--- src/verilog/cla_pkg.sv ---
package cla_pkg;

    // default operand width of the adder
    localparam int CLA_WIDTH = 32;

    // carry status of one bit position or of a group of positions
    // bit 1: carry leaves the group if a carry enters it
    // bit 0: carry leaves the group if no carry enters it
    typedef logic [1:0] pgk_t;

    // group always swallows the incoming carry
    localparam pgk_t PGK_KILL = 2'b00;

    // group passes the incoming carry through
    localparam pgk_t PGK_PROPAGATE = 2'b10;

    // group makes a carry on its own
    localparam pgk_t PGK_GENERATE = 2'b11;

    // 2'b01 cannot occur, since a generate always implies a propagate-or-generate

endpackage

--- src/verilog/pgk_encode.sv ---
module pgk_encode import cla_pkg::*; #(
    parameter int WIDTH = CLA_WIDTH
) (
    input  logic             clk,
    input  logic             reset,
    input  logic [WIDTH-1:0] a,
    input  logic [WIDTH-1:0] b,
    input  logic             cin,
    output pgk_t [WIDTH-1:0] pgk
);

    pgk_t [WIDTH-1:0] pgk_next;
    logic             carry_0;

    // bit 0 already knows its carry-in, so its pair is fully resolved
    assign carry_0 = (a[0] & b[0]) | (a[0] & cin) | (b[0] & cin);

    assign pgk_next[0] = carry_0 ? PGK_GENERATE : PGK_KILL;

    for (genvar i = 1; i < WIDTH; i++)
    begin : g_bit
        // upper bit is or, lower bit is and
        assign pgk_next[i] = {a[i] | b[i], a[i] & b[i]};
    end

    // first pipeline register
    always_ff @(posedge clk)
    begin
        if (reset)
        begin
            pgk <= '0;
        end
        else
        begin
            pgk <= pgk_next;
        end
    end

endmodule

--- src/verilog/prefix_level.sv ---
module prefix_level import cla_pkg::*; #(
    parameter int WIDTH = CLA_WIDTH,
    parameter int SPAN  = 1
) (
    input  pgk_t [WIDTH-1:0] pgk_in,
    output pgk_t [WIDTH-1:0] pgk_out
);

    // each position looks SPAN places down and merges the two groups
    for (genvar i = 0; i < WIDTH; i++)
    begin : g_pos
        if (i < SPAN)
        begin : g_pass
            // nothing below within reach, group already complete
            assign pgk_out[i] = pgk_in[i];
        end
        else
        begin : g_merge
            pgk_t upper;
            pgk_t lower;

            assign upper = pgk_in[i];
            assign lower = pgk_in[i-SPAN];

            // kill and generate decide by themselves
            // a propagate hands the decision to the lower group
            always_comb
            begin
                if (upper == PGK_PROPAGATE)
                begin
                    pgk_out[i] = lower;
                end
                else
                begin
                    pgk_out[i] = upper;
                end
            end
        end
    end

endmodule

--- src/verilog/prefix_network.sv ---
module prefix_network import cla_pkg::*; #(
    parameter int WIDTH = CLA_WIDTH
) (
    input  logic             clk,
    input  logic             reset,
    input  pgk_t [WIDTH-1:0] pgk,
    output logic [WIDTH-1:0] carry
);

    // spans 1, 2, 4 ... WIDTH/2
    localparam int LEVELS = $clog2(WIDTH);

    logic [WIDTH-1:0] carry_next;

    for (genvar l = 0; l < LEVELS; l++)
    begin : g_level
        pgk_t [WIDTH-1:0] level_in;
        pgk_t [WIDTH-1:0] level_out;
        pgk_t [WIDTH-1:0] stage_out;

        if (l == 0)
        begin : g_first
            assign level_in = pgk;
        end
        else
        begin : g_chain
            assign level_in = g_level[l-1].stage_out;
        end

        prefix_level #(
            .WIDTH (WIDTH),
            .SPAN  (1 << l)
        ) prefix_level_i (
            .pgk_in  (level_in),
            .pgk_out (level_out)
        );

        // register after every second level
        // the last level is registered as carries below instead
        if ((l % 2 == 1) && (l != LEVELS - 1))
        begin : g_reg
            always_ff @(posedge clk)
            begin
                if (reset)
                begin
                    stage_out <= '0;
                end
                else
                begin
                    stage_out <= level_out;
                end
            end
        end
        else
        begin : g_comb
            assign stage_out = level_out;
        end
    end

    // every final pair is resolved to kill or generate
    for (genvar i = 0; i < WIDTH; i++)
    begin : g_carry
        assign carry_next[i] = g_level[LEVELS-1].stage_out[i][1];
    end

    always_ff @(posedge clk)
    begin
        if (reset)
        begin
            carry <= '0;
        end
        else
        begin
            carry <= carry_next;
        end
    end

endmodule

--- src/verilog/operand_delay.sv ---
module operand_delay import cla_pkg::*; #(
    parameter int WIDTH = CLA_WIDTH,
    parameter int DEPTH = 4
) (
    input  logic             clk,
    input  logic             reset,
    input  logic [WIDTH-1:0] a,
    input  logic [WIDTH-1:0] b,
    input  logic             cin,
    output logic [WIDTH-1:0] a_d,
    output logic [WIDTH-1:0] b_d,
    output logic             cin_d
);

    // cin, b and a side by side in one word
    typedef logic [2*WIDTH:0] operand_set_t;

    operand_set_t pipe [DEPTH];

    always_ff @(posedge clk)
    begin
        if (reset)
        begin
            for (int i = 0; i < DEPTH; i++)
            begin
                pipe[i] <= '0;
            end
        end
        else
        begin
            pipe[0] <= {cin, b, a};
            for (int i = 1; i < DEPTH; i++)
            begin
                pipe[i] <= pipe[i-1];
            end
        end
    end

    assign {cin_d, b_d, a_d} = pipe[DEPTH-1];

endmodule

--- src/verilog/pipelined_cla.sv ---
module pipelined_cla import cla_pkg::*; #(
    parameter int WIDTH = CLA_WIDTH
) (
    input  logic             clk,
    input  logic             reset,
    input  logic [WIDTH-1:0] a,
    input  logic [WIDTH-1:0] b,
    input  logic             cin,
    output logic [WIDTH-1:0] sum,
    output logic             cout
);

    typedef logic [WIDTH-1:0] word_t;

    localparam int LEVELS = $clog2(WIDTH);

    // encode register plus one register per two prefix levels
    localparam int DEPTH = 1 + (LEVELS + 1) / 2;

    pgk_t [WIDTH-1:0] pgk;
    word_t            carry;
    word_t            a_d;
    word_t            b_d;
    logic             cin_d;

    pgk_encode #(
        .WIDTH (WIDTH)
    ) pgk_encode_i (
        .clk   (clk),
        .reset (reset),
        .a     (a),
        .b     (b),
        .cin   (cin),
        .pgk   (pgk)
    );

    prefix_network #(
        .WIDTH (WIDTH)
    ) prefix_network_i (
        .clk   (clk),
        .reset (reset),
        .pgk   (pgk),
        .carry (carry)
    );

    // operands travel alongside the carries
    operand_delay #(
        .WIDTH (WIDTH),
        .DEPTH (DEPTH)
    ) operand_delay_i (
        .clk   (clk),
        .reset (reset),
        .a     (a),
        .b     (b),
        .cin   (cin),
        .a_d   (a_d),
        .b_d   (b_d),
        .cin_d (cin_d)
    );

    // bit 0 sees the original carry-in
    assign sum[0] = a_d[0] ^ b_d[0] ^ cin_d;

    // higher bits take the carry out of the position below
    assign sum[WIDTH-1:1] = a_d[WIDTH-1:1] ^ b_d[WIDTH-1:1] ^ carry[WIDTH-2:0];

    assign cout = carry[WIDTH-1];

endmodule

--- config.mk ---
export PLATFORM = sky130hd
export DESIGN_NAME = pipelined_cla
export DESIGN_NICKNAME = d
export VERILOG_FILES = /design/src/verilog/cla_pkg.sv /design/src/verilog/pgk_encode.sv /design/src/verilog/prefix_level.sv /design/src/verilog/prefix_network.sv /design/src/verilog/operand_delay.sv /design/src/verilog/pipelined_cla.sv
export SDC_FILE = /design/constraint.sdc
export NUM_CORES = 1
export LEC_CHECK = 0
export BUFFER_PORTS_ARGS = -buffer_cell sky130_fd_sc_hd__buf_2
export CAP_MARGIN = 20
export CORE_MARGIN = 2
export CORE_UTILIZATION = 50
export CTS_BUF_LIST = sky130_fd_sc_hd__clkbuf_4 sky130_fd_sc_hd__clkbuf_8 sky130_fd_sc_hd__clkbuf_16
export DETAILED_ROUTE_END_ITERATION = 7
export PLACE_DENSITY = 0.79
export SETUP_SLACK_MARGIN = 0.5
export SLEW_MARGIN = 20
export SYNTH_ARGS = -nofsm -noshare
export SYNTH_HDL_FRONTEND = slang
export SYNTH_SLANG_ARGS = --single-unit
--- constraint.sdc ---
create_clock -name clk -period 1.2 [get_ports clk]
set_input_delay 0.18 -clock clk [delete_from_list [all_inputs] [get_ports clk]]
set_output_delay 0.18 -clock clk [all_outputs]
set_load 0.03 [all_outputs]
-- Yosys cells after proc, flatten, opt, wreduce, memory -nomap -nowiden
Memories as Yosys holds them, arrays and structs flattened.
Cells that the tools add are included.
- muxes and demuxes: 137
- bitwise operators: 75
- eq/ne operators: 129
- operators by type and width (operator ; number):
    2-bit two-way mux ; 130
    65-bit two-way mux ; 4
    2-bit equality test (second input constant) ; 129
    31-bit bitwise XOR ; 2
    1-bit OR ; 37
    1-bit bitwise AND ; 34
    1-bit two-way mux ; 3
    1-bit bitwise XOR ; 2
- memories kept: 1
- logic and storage cells: 439
- register bits: 224
- output and inout bits: 33
- bits in writable memories: 260
- bits of input ports: 67
- memory list (name ; words ; width ; rd ports ; clocked after memory_dff ; write ports ; line ; RTL):
    operand_delay_i.pipe ; 4 ; 65 ; 4 ; 0 ; 4 ; operand_delay.sv:18 ; operand_set_t pipe [DEPTH];

-- Longest topological paths before layout
Gate-level depths: netlist of the first run.
- depth after elaboration: 4
- gate-level depth with buffers: 5
- depth with buffers taken out: 3

-- Hierarchy
A second synthesis of the first run with hierarchy kept.
- cells, all modules: 1436
- area total of the unflattened synthesis: 17048.9 µm²
- by module, submodules not included (module ; seq. area each (µm²) ; cells each ; times used ; area an instance (µm²)):
    operand_delay ; 5205.0 ; 549 ; 1 ; 7752.4
    prefix_network ; 3203.1 ; 337 ; 1 ; 4306.6
    prefix_level ; 0.0 ; 64 ; 5 ; 480.5
    pgk_encode ; 1261.2 ; 198 ; 1 ; 1826.8
    pipelined_cla ; 0.0 ; 32 ; 1 ; 760.7

-- Worst setup path before layout of the first run
OpenSTA, ideal clock, no wires.
- kind: register -> output
- from: memory operand_delay_i.pipe[0][195] (netlist name)
- to: output sum[0]
- required time: 1020 ps
- data arrival time: 944 ps
- path buffers: 0
- stages on the path, launching flop included: 3
- setup slack: 76 ps
- cell sequence: dfxtp_1 > xnor2_1 > xnor2_1
- RTL lines (what ; line ; RTL):
    start, declared ; operand_delay.sv:18 ;
    end, declared ; pipelined_cla.sv:9 ; output logic [WIDTH-1:0] sum,

-- Worst setup path in the final report of the first run
- from: register prefix_network_i.carry[15]
- to: output sum[16]
- longest elaborated chain between the ends: 1
- RTL lines (what ; line ; RTL):
    start, declared ; prefix_network.sv:7 ; output logic [WIDTH-1:0] carry
    start signal, assigned ; prefix_network.sv:74 ; carry <= carry_next;
    31-bit bitwise XOR ; pipelined_cla.sv:65 ; assign sum[WIDTH-1:1] = a_d[WIDTH-1:1] ^ b_d[WIDTH-1:1] ^ carry[WIDTH-2:0];
No other way between the ends.

==> out/summary.txt, run 1 <==
Die Span Y - 175 um
final wirelength - 32600 um
number of buffers created by CTS - 44
routability cong. - 0.823
utilization after layout - 73.3%
Vias - 9610
CTS tree - yes
CORE AREA - 28700 um2
P_leak - 8.05 nW
design area - 21100 um2
clock buffer depth - 3
Synth Cell Area - 14600 um2
commonest non-fill, non-tap cell in the layout - dfxtp_1
final setup fails - 32
Clk Latency, worst-skew pair - 0.53 ns
WS Path Type - reg2out
hold depth - 2
MaxCap Viol Count - 0
most frequent cells in the layout - dfxtp_1, nor2b_1, dfxtp_4, dfxtp_2
fillers - 1706
Reg clk slew, reported paths - 0.06 ns
setup ws final - -0.344 ns
Die Area - 30500 um2
DRT Pass-1 Iters - 5
Seq. cell area - 9740 um2
Post-DP HPWL - 19400 um
Via density - 4.91
post-route ant nets - 0
Initial DRC Count - 465
fin nets - 1612
number of clock sinks - 463
Slew @ Worst Pin - 0.365 ns
H-tree depth - 2
type of the tightest min-delay check - in2reg
r2r startpoint - pgk_encode_i.pgk[19]
wire per inst - 16.7 um
RSZ-0062 raised after global routing - true
IO Count - 100
fin crit share - 129%
Final min period - 1.54 ns
largest net degree at the start of global routing - 51
min-delay src - a[20]
Initial Util - 50.7%
clk root buf - clkbuf_16
total grt overflow - 0
row count - 62
register area share after synthesis - 63.7%
average size of a mapped cell - 11.0 um2
Worst Path Required - 1.02 ns
Placed Area - 16600 um2
Syn. warnings - 0
VDD IR max - 1.25 mV
layout cells sized above 1 - 50.4%
clk_skew - 0.0129 ns
Slew Viols, Final - 0
status - complete, but fails checks
die width - 175 um
Max-slew headroom - 75.5%
crit path max fanout - 1
I/O Buffers - 99
Mapped Nets - 1385
Layout Area Growth over Synthesis - 44.6%
worst reg2reg path depth - 3
CP Launch Type - flop
PwrDens - 1510 nW/um2
CP arrival - 1.36 ns
Hold Fails Final Rpt - 33
crit end category - output pin
multi-input logic area - 7330 um2
Post-Syn Instances - 1318
setup TNS - -9.57 ns
final hold slack - -0.0982 ns
synth unique cells - 27
pre-CTS WS - -0.0798 ns
crit path from - prefix_network_i.carry[15]
initial antenna violation count - 3
post-synthesis register bit count - 463
first-pass GRT wire length - 48800 um
gr usage total - 19.9%
vias in the first global route - 9725
failing checks - negative hold slack, negative setup slack
drt drc - 0
fmax - 648 MHz
-- Yosys cell counts --
cell type / instances / share of area, %
a211oi_1: 22 / 1.1
o21ai_0: 49 / 1.7
xnor2_1: 64 / 3.8
inv_1: 21 / 0.54
nor3_1: 2 / 0.069
or3_1: 2 / 0.086
o31ai_1: 16 / 0.82
buf_6: 6 / 0.46
a2111oi_2: 2 / 0.21
o21a_1: 24 / 1.2
nor2_1: 86 / 2.2
or2_2: 2 / 0.086
and2_1: 54 / 2.3
o21bai_1: 23 / 1.2
or2_1: 30 / 1.3
o211ai_1: 4 / 0.21
buf_2: 37 / 1.3
o41ai_2: 7 / 0.78
nor3b_1: 16 / 0.82
a2111oi_0: 15 / 0.90
clkbuf_1: 5 / 0.13
a21oi_1: 55 / 1.9
nand2b_1: 9 / 0.39
clkbuf_2: 1 / 0.034
nor2b_1: 286 / 12
dfxtp_1: 463 / 64
nand2_1: 17 / 0.44
-- layer usage --
layer  routed length [um]  global-route usage [%]  vias up
met5                   13                       0        -
met4                  857                    6.70        2
met3                 1210                    3.66       67
met2                16100                    34.2      192
met1                14500                    25.5     4609
li1                     -                       -     4740
-- registers in the layout, indices dropped and copies added, names as in the netlist --
name and cells:
operand_delay_i.pipe 260, prefix_network_i.g_level.stage_out 108, prefix_network_i.carry 32, pgk_encode_i.pgk 63
-- per-stage QoR --
stage / power (mW) / cells
floorplan: 17.8 / 1318
global placement: 18.2 / 1796
detailed placement: 18.2 / 1796
CTS: 31.8 / 1932
global route: 32.9 / 1955
finish: 31.9 / 1956
-- repair_timing --
action,CTS,global route
buffers inserted,28,22
pin swaps,158,66
hold buffers,36,32
gates resized for setup,501,140
setup endpoints to repair,157,187
endpoints found under the hold margin,117,94
-- final cells by class --
type	instances	area share (%)
diodes	1	0.0119
inverters	21	0.434
multi-input cells	785	34.8
clock buffers	62	6.16
repair buffers	230	9.60
well taps	384	2.28
flip-flops and latches	463	46.3
clock inverters	10	0.398
-- cell families after synthesis --
kind of cell / count (synthesis) / synth area share (%)
flip-flops: 463 / 63.7
XOR/XNOR: 64 / 3.85
buffers and inverters: 70 / 2.44
AO/OA/AOI/OAI: 217 / 10.1
AND/OR/NAND/NOR: 504 / 20.0
-- final timing paths --
path | slack, ns | to
worst min-delay path | -0.1 | operand_delay_i.pipe[0][20]
worst max-delay path | -0.34 | sum[16]
worst min register to register | 0.43 | operand_delay_i.pipe[0][138]
worst max register to register | 0.15 | prefix_network_i.g_level[1].stage_out[23]
-- worst max-delay path: stages, from the launching register on --
cell and delay, ns:
dfxtp_2 0.35, xnor2_4 0.20, xnor2_2 0.14, buf_6 0.15
-- power by group --
group	total (mW)	internal (mW)	switching (mW)
Combinational	2.34	1.22	1.11
Sequential	16.4	15.8	0.563
Clock	13.2	7.72	5.44
Total	31.9	24.8	7.12
Note: power is estimated with default switching activity, not from simulation.
==> inputs of run 2 (changes only) <==
- PLACE_DENSITY: 0.79 -> 0.68
==> out/summary.txt, run 2 (synthesis results as in run 1) <==
fin crit share - 131% (+2.3 points)
Max-slew headroom - 81.5% (+6.0 points)
MaxCap Viol Count - 0 (unchanged)
Placed Area - 16600 um2 (about the same)
ANT cells - 0 (-1)
final hold slack - -0.113 ns (-0.0145 ns)
Clk Latency, worst-skew pair - 0.54 ns (about the same)
design area - 21000 um2 (-0.29%)
RSZ-0062 raised after global routing - true
hold depth - 2 (unchanged)
Reg clk slew, reported paths - 0.07 ns (about the same)
type of the tightest min-delay check - in2reg
PwrDens - 1540 nW/um2 (+1.6%)
most frequent cells in the layout - dfxtp_1, nor2b_1, dfxtp_4, dfxtp_2, buf_6
multi-input logic area - 7240 um2 (-1.3%)
CP arrival - 1.39 ns (+0.03 ns)
fin nets - 1602 (-0.62%)
first-pass GRT wire length - 48400 um (-0.86%)
max FFs per register - 260 (unchanged)
failing checks - negative hold slack, negative setup slack
Vias - 9454 (-1.6%)
setup TNS - -10.27 ns (-0.703 ns)
Seq. cell area - 9730 um2 (about the same)
Slew @ Worst Pin - 0.276 ns (-0.0892 ns)
Post-DP HPWL - 18600 um (-4.4%)
IO Count - 100 (unchanged)
Hold Fails Final Rpt - 46 (+39%)
clk root buf - clkbuf_16
DRT Pass-1 Iters - 4 (-1)
H-tree depth - 2 (unchanged)
post-route ant nets - 0 (unchanged)
Die Area - 30500 um2 (unchanged)
initial antenna violation count - 3 (unchanged)
crit path max fanout - 1 (unchanged)
Worst Path Required - 1.02 ns (about the same)
r2r setup slk - 0.15 ns (about the same)
P_leak - 8.08 nW (+0.27%)
Die Span Y - 175 um (unchanged)
final setup fails - 32 (unchanged)
layout cells sized above 1 - 49.9% (-0.48 points)
worst reg2reg path depth - 4 (+1)
final wirelength - 30500 um (-6.3%)
Slew Viols, Final - 0 (unchanged)
clk_skew - 0.0141 ns (+0.00119 ns)
Initial Util - 50.7% (unchanged)
CORE AREA - 28700 um2 (unchanged)
status - complete, but fails checks
WS Path Type - reg2out
CP Launch Type - flop
routability cong. - 0.800 (-2.8%)
die width - 175 um (unchanged)
Initial DRC Count - 452 (-2.8%)
I/O Buffers - 99 (unchanged)
fillers - 1839 (+7.8%)
largest net degree at the start of global routing - 56 (+9.8%)
Final min period - 1.57 ns (+0.0281 ns)
fmax - 636 MHz (-1.8%)
drt drc - 0 (unchanged)
gr usage total - 19.7% (-0.28 points)
Via density - 4.84 (-1.5%)
vias in the first global route - 9476 (-2.6%)
row count - 62 (unchanged)
Layout Area Growth over Synthesis - 44.2%
number of clock sinks - 463 (unchanged)
total grt overflow - 0 (unchanged)
number of buffers created by CTS - 43 (-2.3%)
Largest regs - operand_delay_i.pipe x260, prefix_network_i.g_level.stage_out x108, pgk_encode_i.pgk x63
clock buffer depth - 3 (unchanged)
CTS tree - yes
commonest non-fill, non-tap cell in the layout - dfxtp_1
wire per inst - 15.6 um (-6.3%)
crit end category - output pin
setup ws final - -0.372 ns (-0.0281 ns)
VDD IR max - 1.49 mV (+19%)
Reg with most FFs - operand_delay_i.pipe
==> run 2: what timing repair did <==
action	4_1_cts	5_1_grt
pin swaps	131	85
hold buffers	34	31
setup endpoints to repair	156	189
endpoints found under the hold margin	123	102
buffers inserted	28	21
gates resized for setup	479	147
==> run 2: path summary, 6_finish.rpt <==
check                                    start                                   endpoint
setup / recovery  operand_delay_i.pipe[0][208]                                    sum[13]
hold / removal                           a[16]                operand_delay_i.pipe[0][16]
setup reg to reg          pgk_encode_i.pgk[30]  prefix_network_i.g_level[1].stage_out[36]
hold reg to reg    operand_delay_i.pipe[0][25]                operand_delay_i.pipe[0][90]
==> run 2: layer usage <==
layer,vias up,routed length [um],global-route usage [%]
li1,4726,-,-
met3,58,1340,4.13
met4,2,680,5.73
met5,-,7,0
met1,4488,13300,25.4
met2,180,15200,33.4
==> run 2: final cells by class <==
type	instances	share of cell area (%)
clock buffers	59	5.94
clock inverters	21	0.942
flip-flops and latches	463	46.4
repair buffers	221	9.59
well taps	384	2.29
inverters	21	0.399
multi-input cells	785	34.5
==> run 2: stage by stage <==
step | setup WS, ns | total power [mW] | instances | utilization [%] | hold slack (ns)
finish | -0.372 | 32.3 | 1954 | 73.1 | -0.113
CTS | -0.383 | 32.3 | 1933 | 70.4 | -0.132
floorplan | 0.244 | 17.8 | 1318 | - | 0.301
global placement | -0.0303 | 18.2 | 1791 | 57.9 | 0.414
global route | -0.409 | 33.5 | 1954 | 73.1 | -0.112
detailed placement | 0.0183 | 18.3 | 1791 | 57.9 | 0.408
==> run 2: report_power, final <==
part / switching (mW) / internal (mW) / total, mW
sequential: 0.545 / 15.8 / 16.4
clock: 5.67 / 7.97 / 13.6
combinational: 1.06 / 1.20 / 2.27
total: 7.28 / 25.0 / 32.3
==> run 2: worst max-delay path, stage by stage (launching register included) <==
cell and delay [ns]:
dfxtp_2 0.33, xnor2_2 0.14, xnor2_2 0.21, buf_6 0.17
==> inputs of run 3 (changes only) <==
- MAX_ROUTING_LAYER: not set -> met4
==> out/summary.txt, run 3 (synthesis results as in run 1) <==
Critical-path top delay cell - dfxtp_2
Layout Cells excl Fill - 1955 (+0.051%)
Die Span Y - 175 um (unchanged)
number of buffers created by CTS - 43 (unchanged)
total grt overflow - 0 (unchanged)
clock buffer depth - 3 (unchanged)
most frequent cells in the layout - dfxtp_1, nor2b_1, dfxtp_4, dfxtp_2, buf_6
clk root buf - clkbuf_16
crit end category - output pin
initial antenna violation count - 3 (unchanged)
Final min period - 1.58 ns (+0.00385 ns)
H-tree depth - 2 (unchanged)
gr usage total - 20.3% (+0.60 points)
fin nets - 1602 (unchanged)
CP cell instances - xnor2_2, xnor2_2, buf_6
crit path max fanout - 1 (unchanged)
fin crit share - 131% (+0.32 points)
first-pass GRT wire length - 48400 um (about the same)
Slew @ Worst Pin - 0.287 ns (+0.0109 ns)
Initial Util - 50.7% (unchanged)
Slew Viols, Final - 0 (unchanged)
clock power share - 42.3% (about the same)
die width - 175 um (unchanged)
Worst Path Required - 1.02 ns (about the same)
final hold slack - -0.112 ns (+0.000434 ns)
Psw - 7.29 mW (+0.20%)
P_leak - 8.07 nW (about the same)
MaxCap Viol Count - 0 (unchanged)
final total power - 32.3 mW (about the same)
Reg with most FFs - operand_delay_i.pipe
row count - 62 (unchanged)
setup TNS - -10.38 ns (-0.107 ns)
CP peak stage delay - 0.33 ns (about the same)
final wirelength - 30600 um (about the same)
max FFs per register - 260 (unchanged)
Vias - 9453 (-0.011%)
Clk Latency, worst-skew pair - 0.54 ns (about the same)
CTS tree - yes
fmax - 635 MHz (-0.24%)
failing checks - negative hold slack, negative setup slack
RSZ-0062 raised after global routing - true
clk_skew - 0.00980 ns (-0.00425 ns)
largest net degree at the start of global routing - 56 (unchanged)
VDD IR max - 1.49 mV (about the same)
type of the tightest min-delay check - in2reg
status - complete, but fails checks
routability cong. - 0.812 (+1.4%)
CORE AREA - 28700 um2 (unchanged)
layout cells sized above 1 - 49.9% (+0.064 points)
setup ws final - -0.376 ns (-0.00385 ns)
wire per inst - 15.6 um (about the same)
Max-slew headroom - 80.9% (-0.57 points)
CP Launch Type - flop
Post-DP HPWL - 18600 um (unchanged)
Flop pwr share - 50.7% (about the same)
Die Area - 30500 um2 (unchanged)
I/O Buffers - 99 (unchanged)
Cells after DPL - 1791 (unchanged)
r2r setup slk - 0.15 ns (about the same)
Critical Path Most Common Cell - xnor2_2
PwrDens - 1540 nW/um2 (about the same)
Reg clk slew, reported paths - 0.07 ns (about the same)
CP arrival - 1.40 ns (about the same)
number of clock sinks - 463 (unchanged)
Sw Ratio - 22.6% (+0.034 points)
P_int - 25.0 mW (about the same)
commonest non-fill, non-tap cell in the layout - dfxtp_1
DRT Pass-1 Iters - 4 (unchanged)
Layout Area Growth over Synthesis - 44.1% (about the same)
Largest regs - operand_delay_i.pipe x260, prefix_network_i.g_level.stage_out x108, pgk_encode_i.pgk x63
Initial DRC Count - 457 (+1.1%)
IO Count - 100 (unchanged)
WS Path Type - reg2out
post-route ant nets - 0 (unchanged)
Via density - 4.84 (about the same)
combinational group share of total power - 7.0% (about the same)
drt drc - 0 (unchanged)
Hold Fails Final Rpt - 50 (+8.7%)
vias in the first global route - 9468 (-0.084%)
final setup fails - 32 (unchanged)
==> run 3: changes by cell type in the layout (fill, tap and decap cells not counted) <==
| cell | previous run | this run |
|---|---|---|
| o31ai_1 | 10 | 11 |
| nand2_1 | 13 | 14 |
| nor2_1 | 42 | 41 |
| buf_4 | 36 | 38 |
| nor2_2 | 18 | 19 |
| o31ai_2 | 6 | 5 |
| nand2_2 | 4 | 3 |
| dfxtp_2 | 83 | 85 |
| dfxtp_1 | 284 | 282 |
| diode_2 | 0 | 1 |
| buf_6 | 73 | 71 |
==> run 3: through the flow <==
stage          instance area (um2)  setup slack [ns]  hold slack, ns  util, %
2_1_floorplan                15800             0.244           0.301        -
3_3_place_gp                 16600           -0.0303           0.414     57.9
3_5_place_dp                 16600            0.0183           0.408     57.9
4_1_cts                      20200            -0.383          -0.132     70.4
5_1_grt                      21000            -0.409          -0.112     73.1
6_report                     21000            -0.376          -0.112     73.1
==> run 3: worst paths after layout <==
kind / start / end / depth (start not counted)
worst max-delay path: prefix_network_i.carry[12] / sum[13] / 3
worst max register to register: prefix_network_i.g_level[1].stage_out[35] / prefix_network_i.g_level[3].stage_out[51] / 3
worst min register to register: operand_delay_i.pipe[0][135] / operand_delay_i.pipe[0][200] / 1
worst min-delay path: a[16] / operand_delay_i.pipe[0][16] / 2
==> run 3: what timing repair did <==
item,4_1_cts,5_1_grt
gates cloned,0,0
endpoints found under the hold margin,123,102
gates resized for setup,479,146
hold buffers,34,31
setup buffers,28,21
pin swaps,131,83
endpoints found under the setup margin,156,189
==> run 3: cell type report <==
type                       count  area (um2)
clock buffer                  59        1250
inverter                      21        83.8
fill                        1849        7720
clock inverter                21         198
tap                          384         480
sequential                   463        9740
timing repair buffer         221        2010
antenna                        1        2.50
multi-input combinational    785        7230
==> run 3: critical path, delay by kind of cell (launching register included) <==
kind                   cells  cell delay [ns]
flip-flops                 1             0.33
XOR/XNOR                   2             0.36
buffers and inverters      1             0.17
==> run 3: power groups by stage <==
| stage | Clock, mW | Sequential, mW | Combinational [mW] |
|---|---|---|---|
| floorplan | 0 | 16.5 | 1.32 |
| global placement | 0 | 16.7 | 1.57 |
| detailed placement | 0 | 16.7 | 1.60 |
| CTS | 13.9 | 16.3 | 2.04 |
| global route | 14.6 | 16.4 | 2.45 |
| finish | 13.7 | 16.4 | 2.27 |
==> run 3: layer usage <==
| layer | vias to the layer above | part of all wire, % | global-route usage [%] | routed length [um] |
|---|---|---|---|---|
| met4 | 0 | 2.4 | 5.73 | 738 |
| met1 | 4491 | 44 | 25.5 | 13400 |
| met5 | - | 0 | - | 0 |
| met3 | 65 | 3.9 | 3.94 | 1200 |
| li1 | 4731 | - | - | - |
| met2 | 166 | 50 | 33.4 | 15200 |
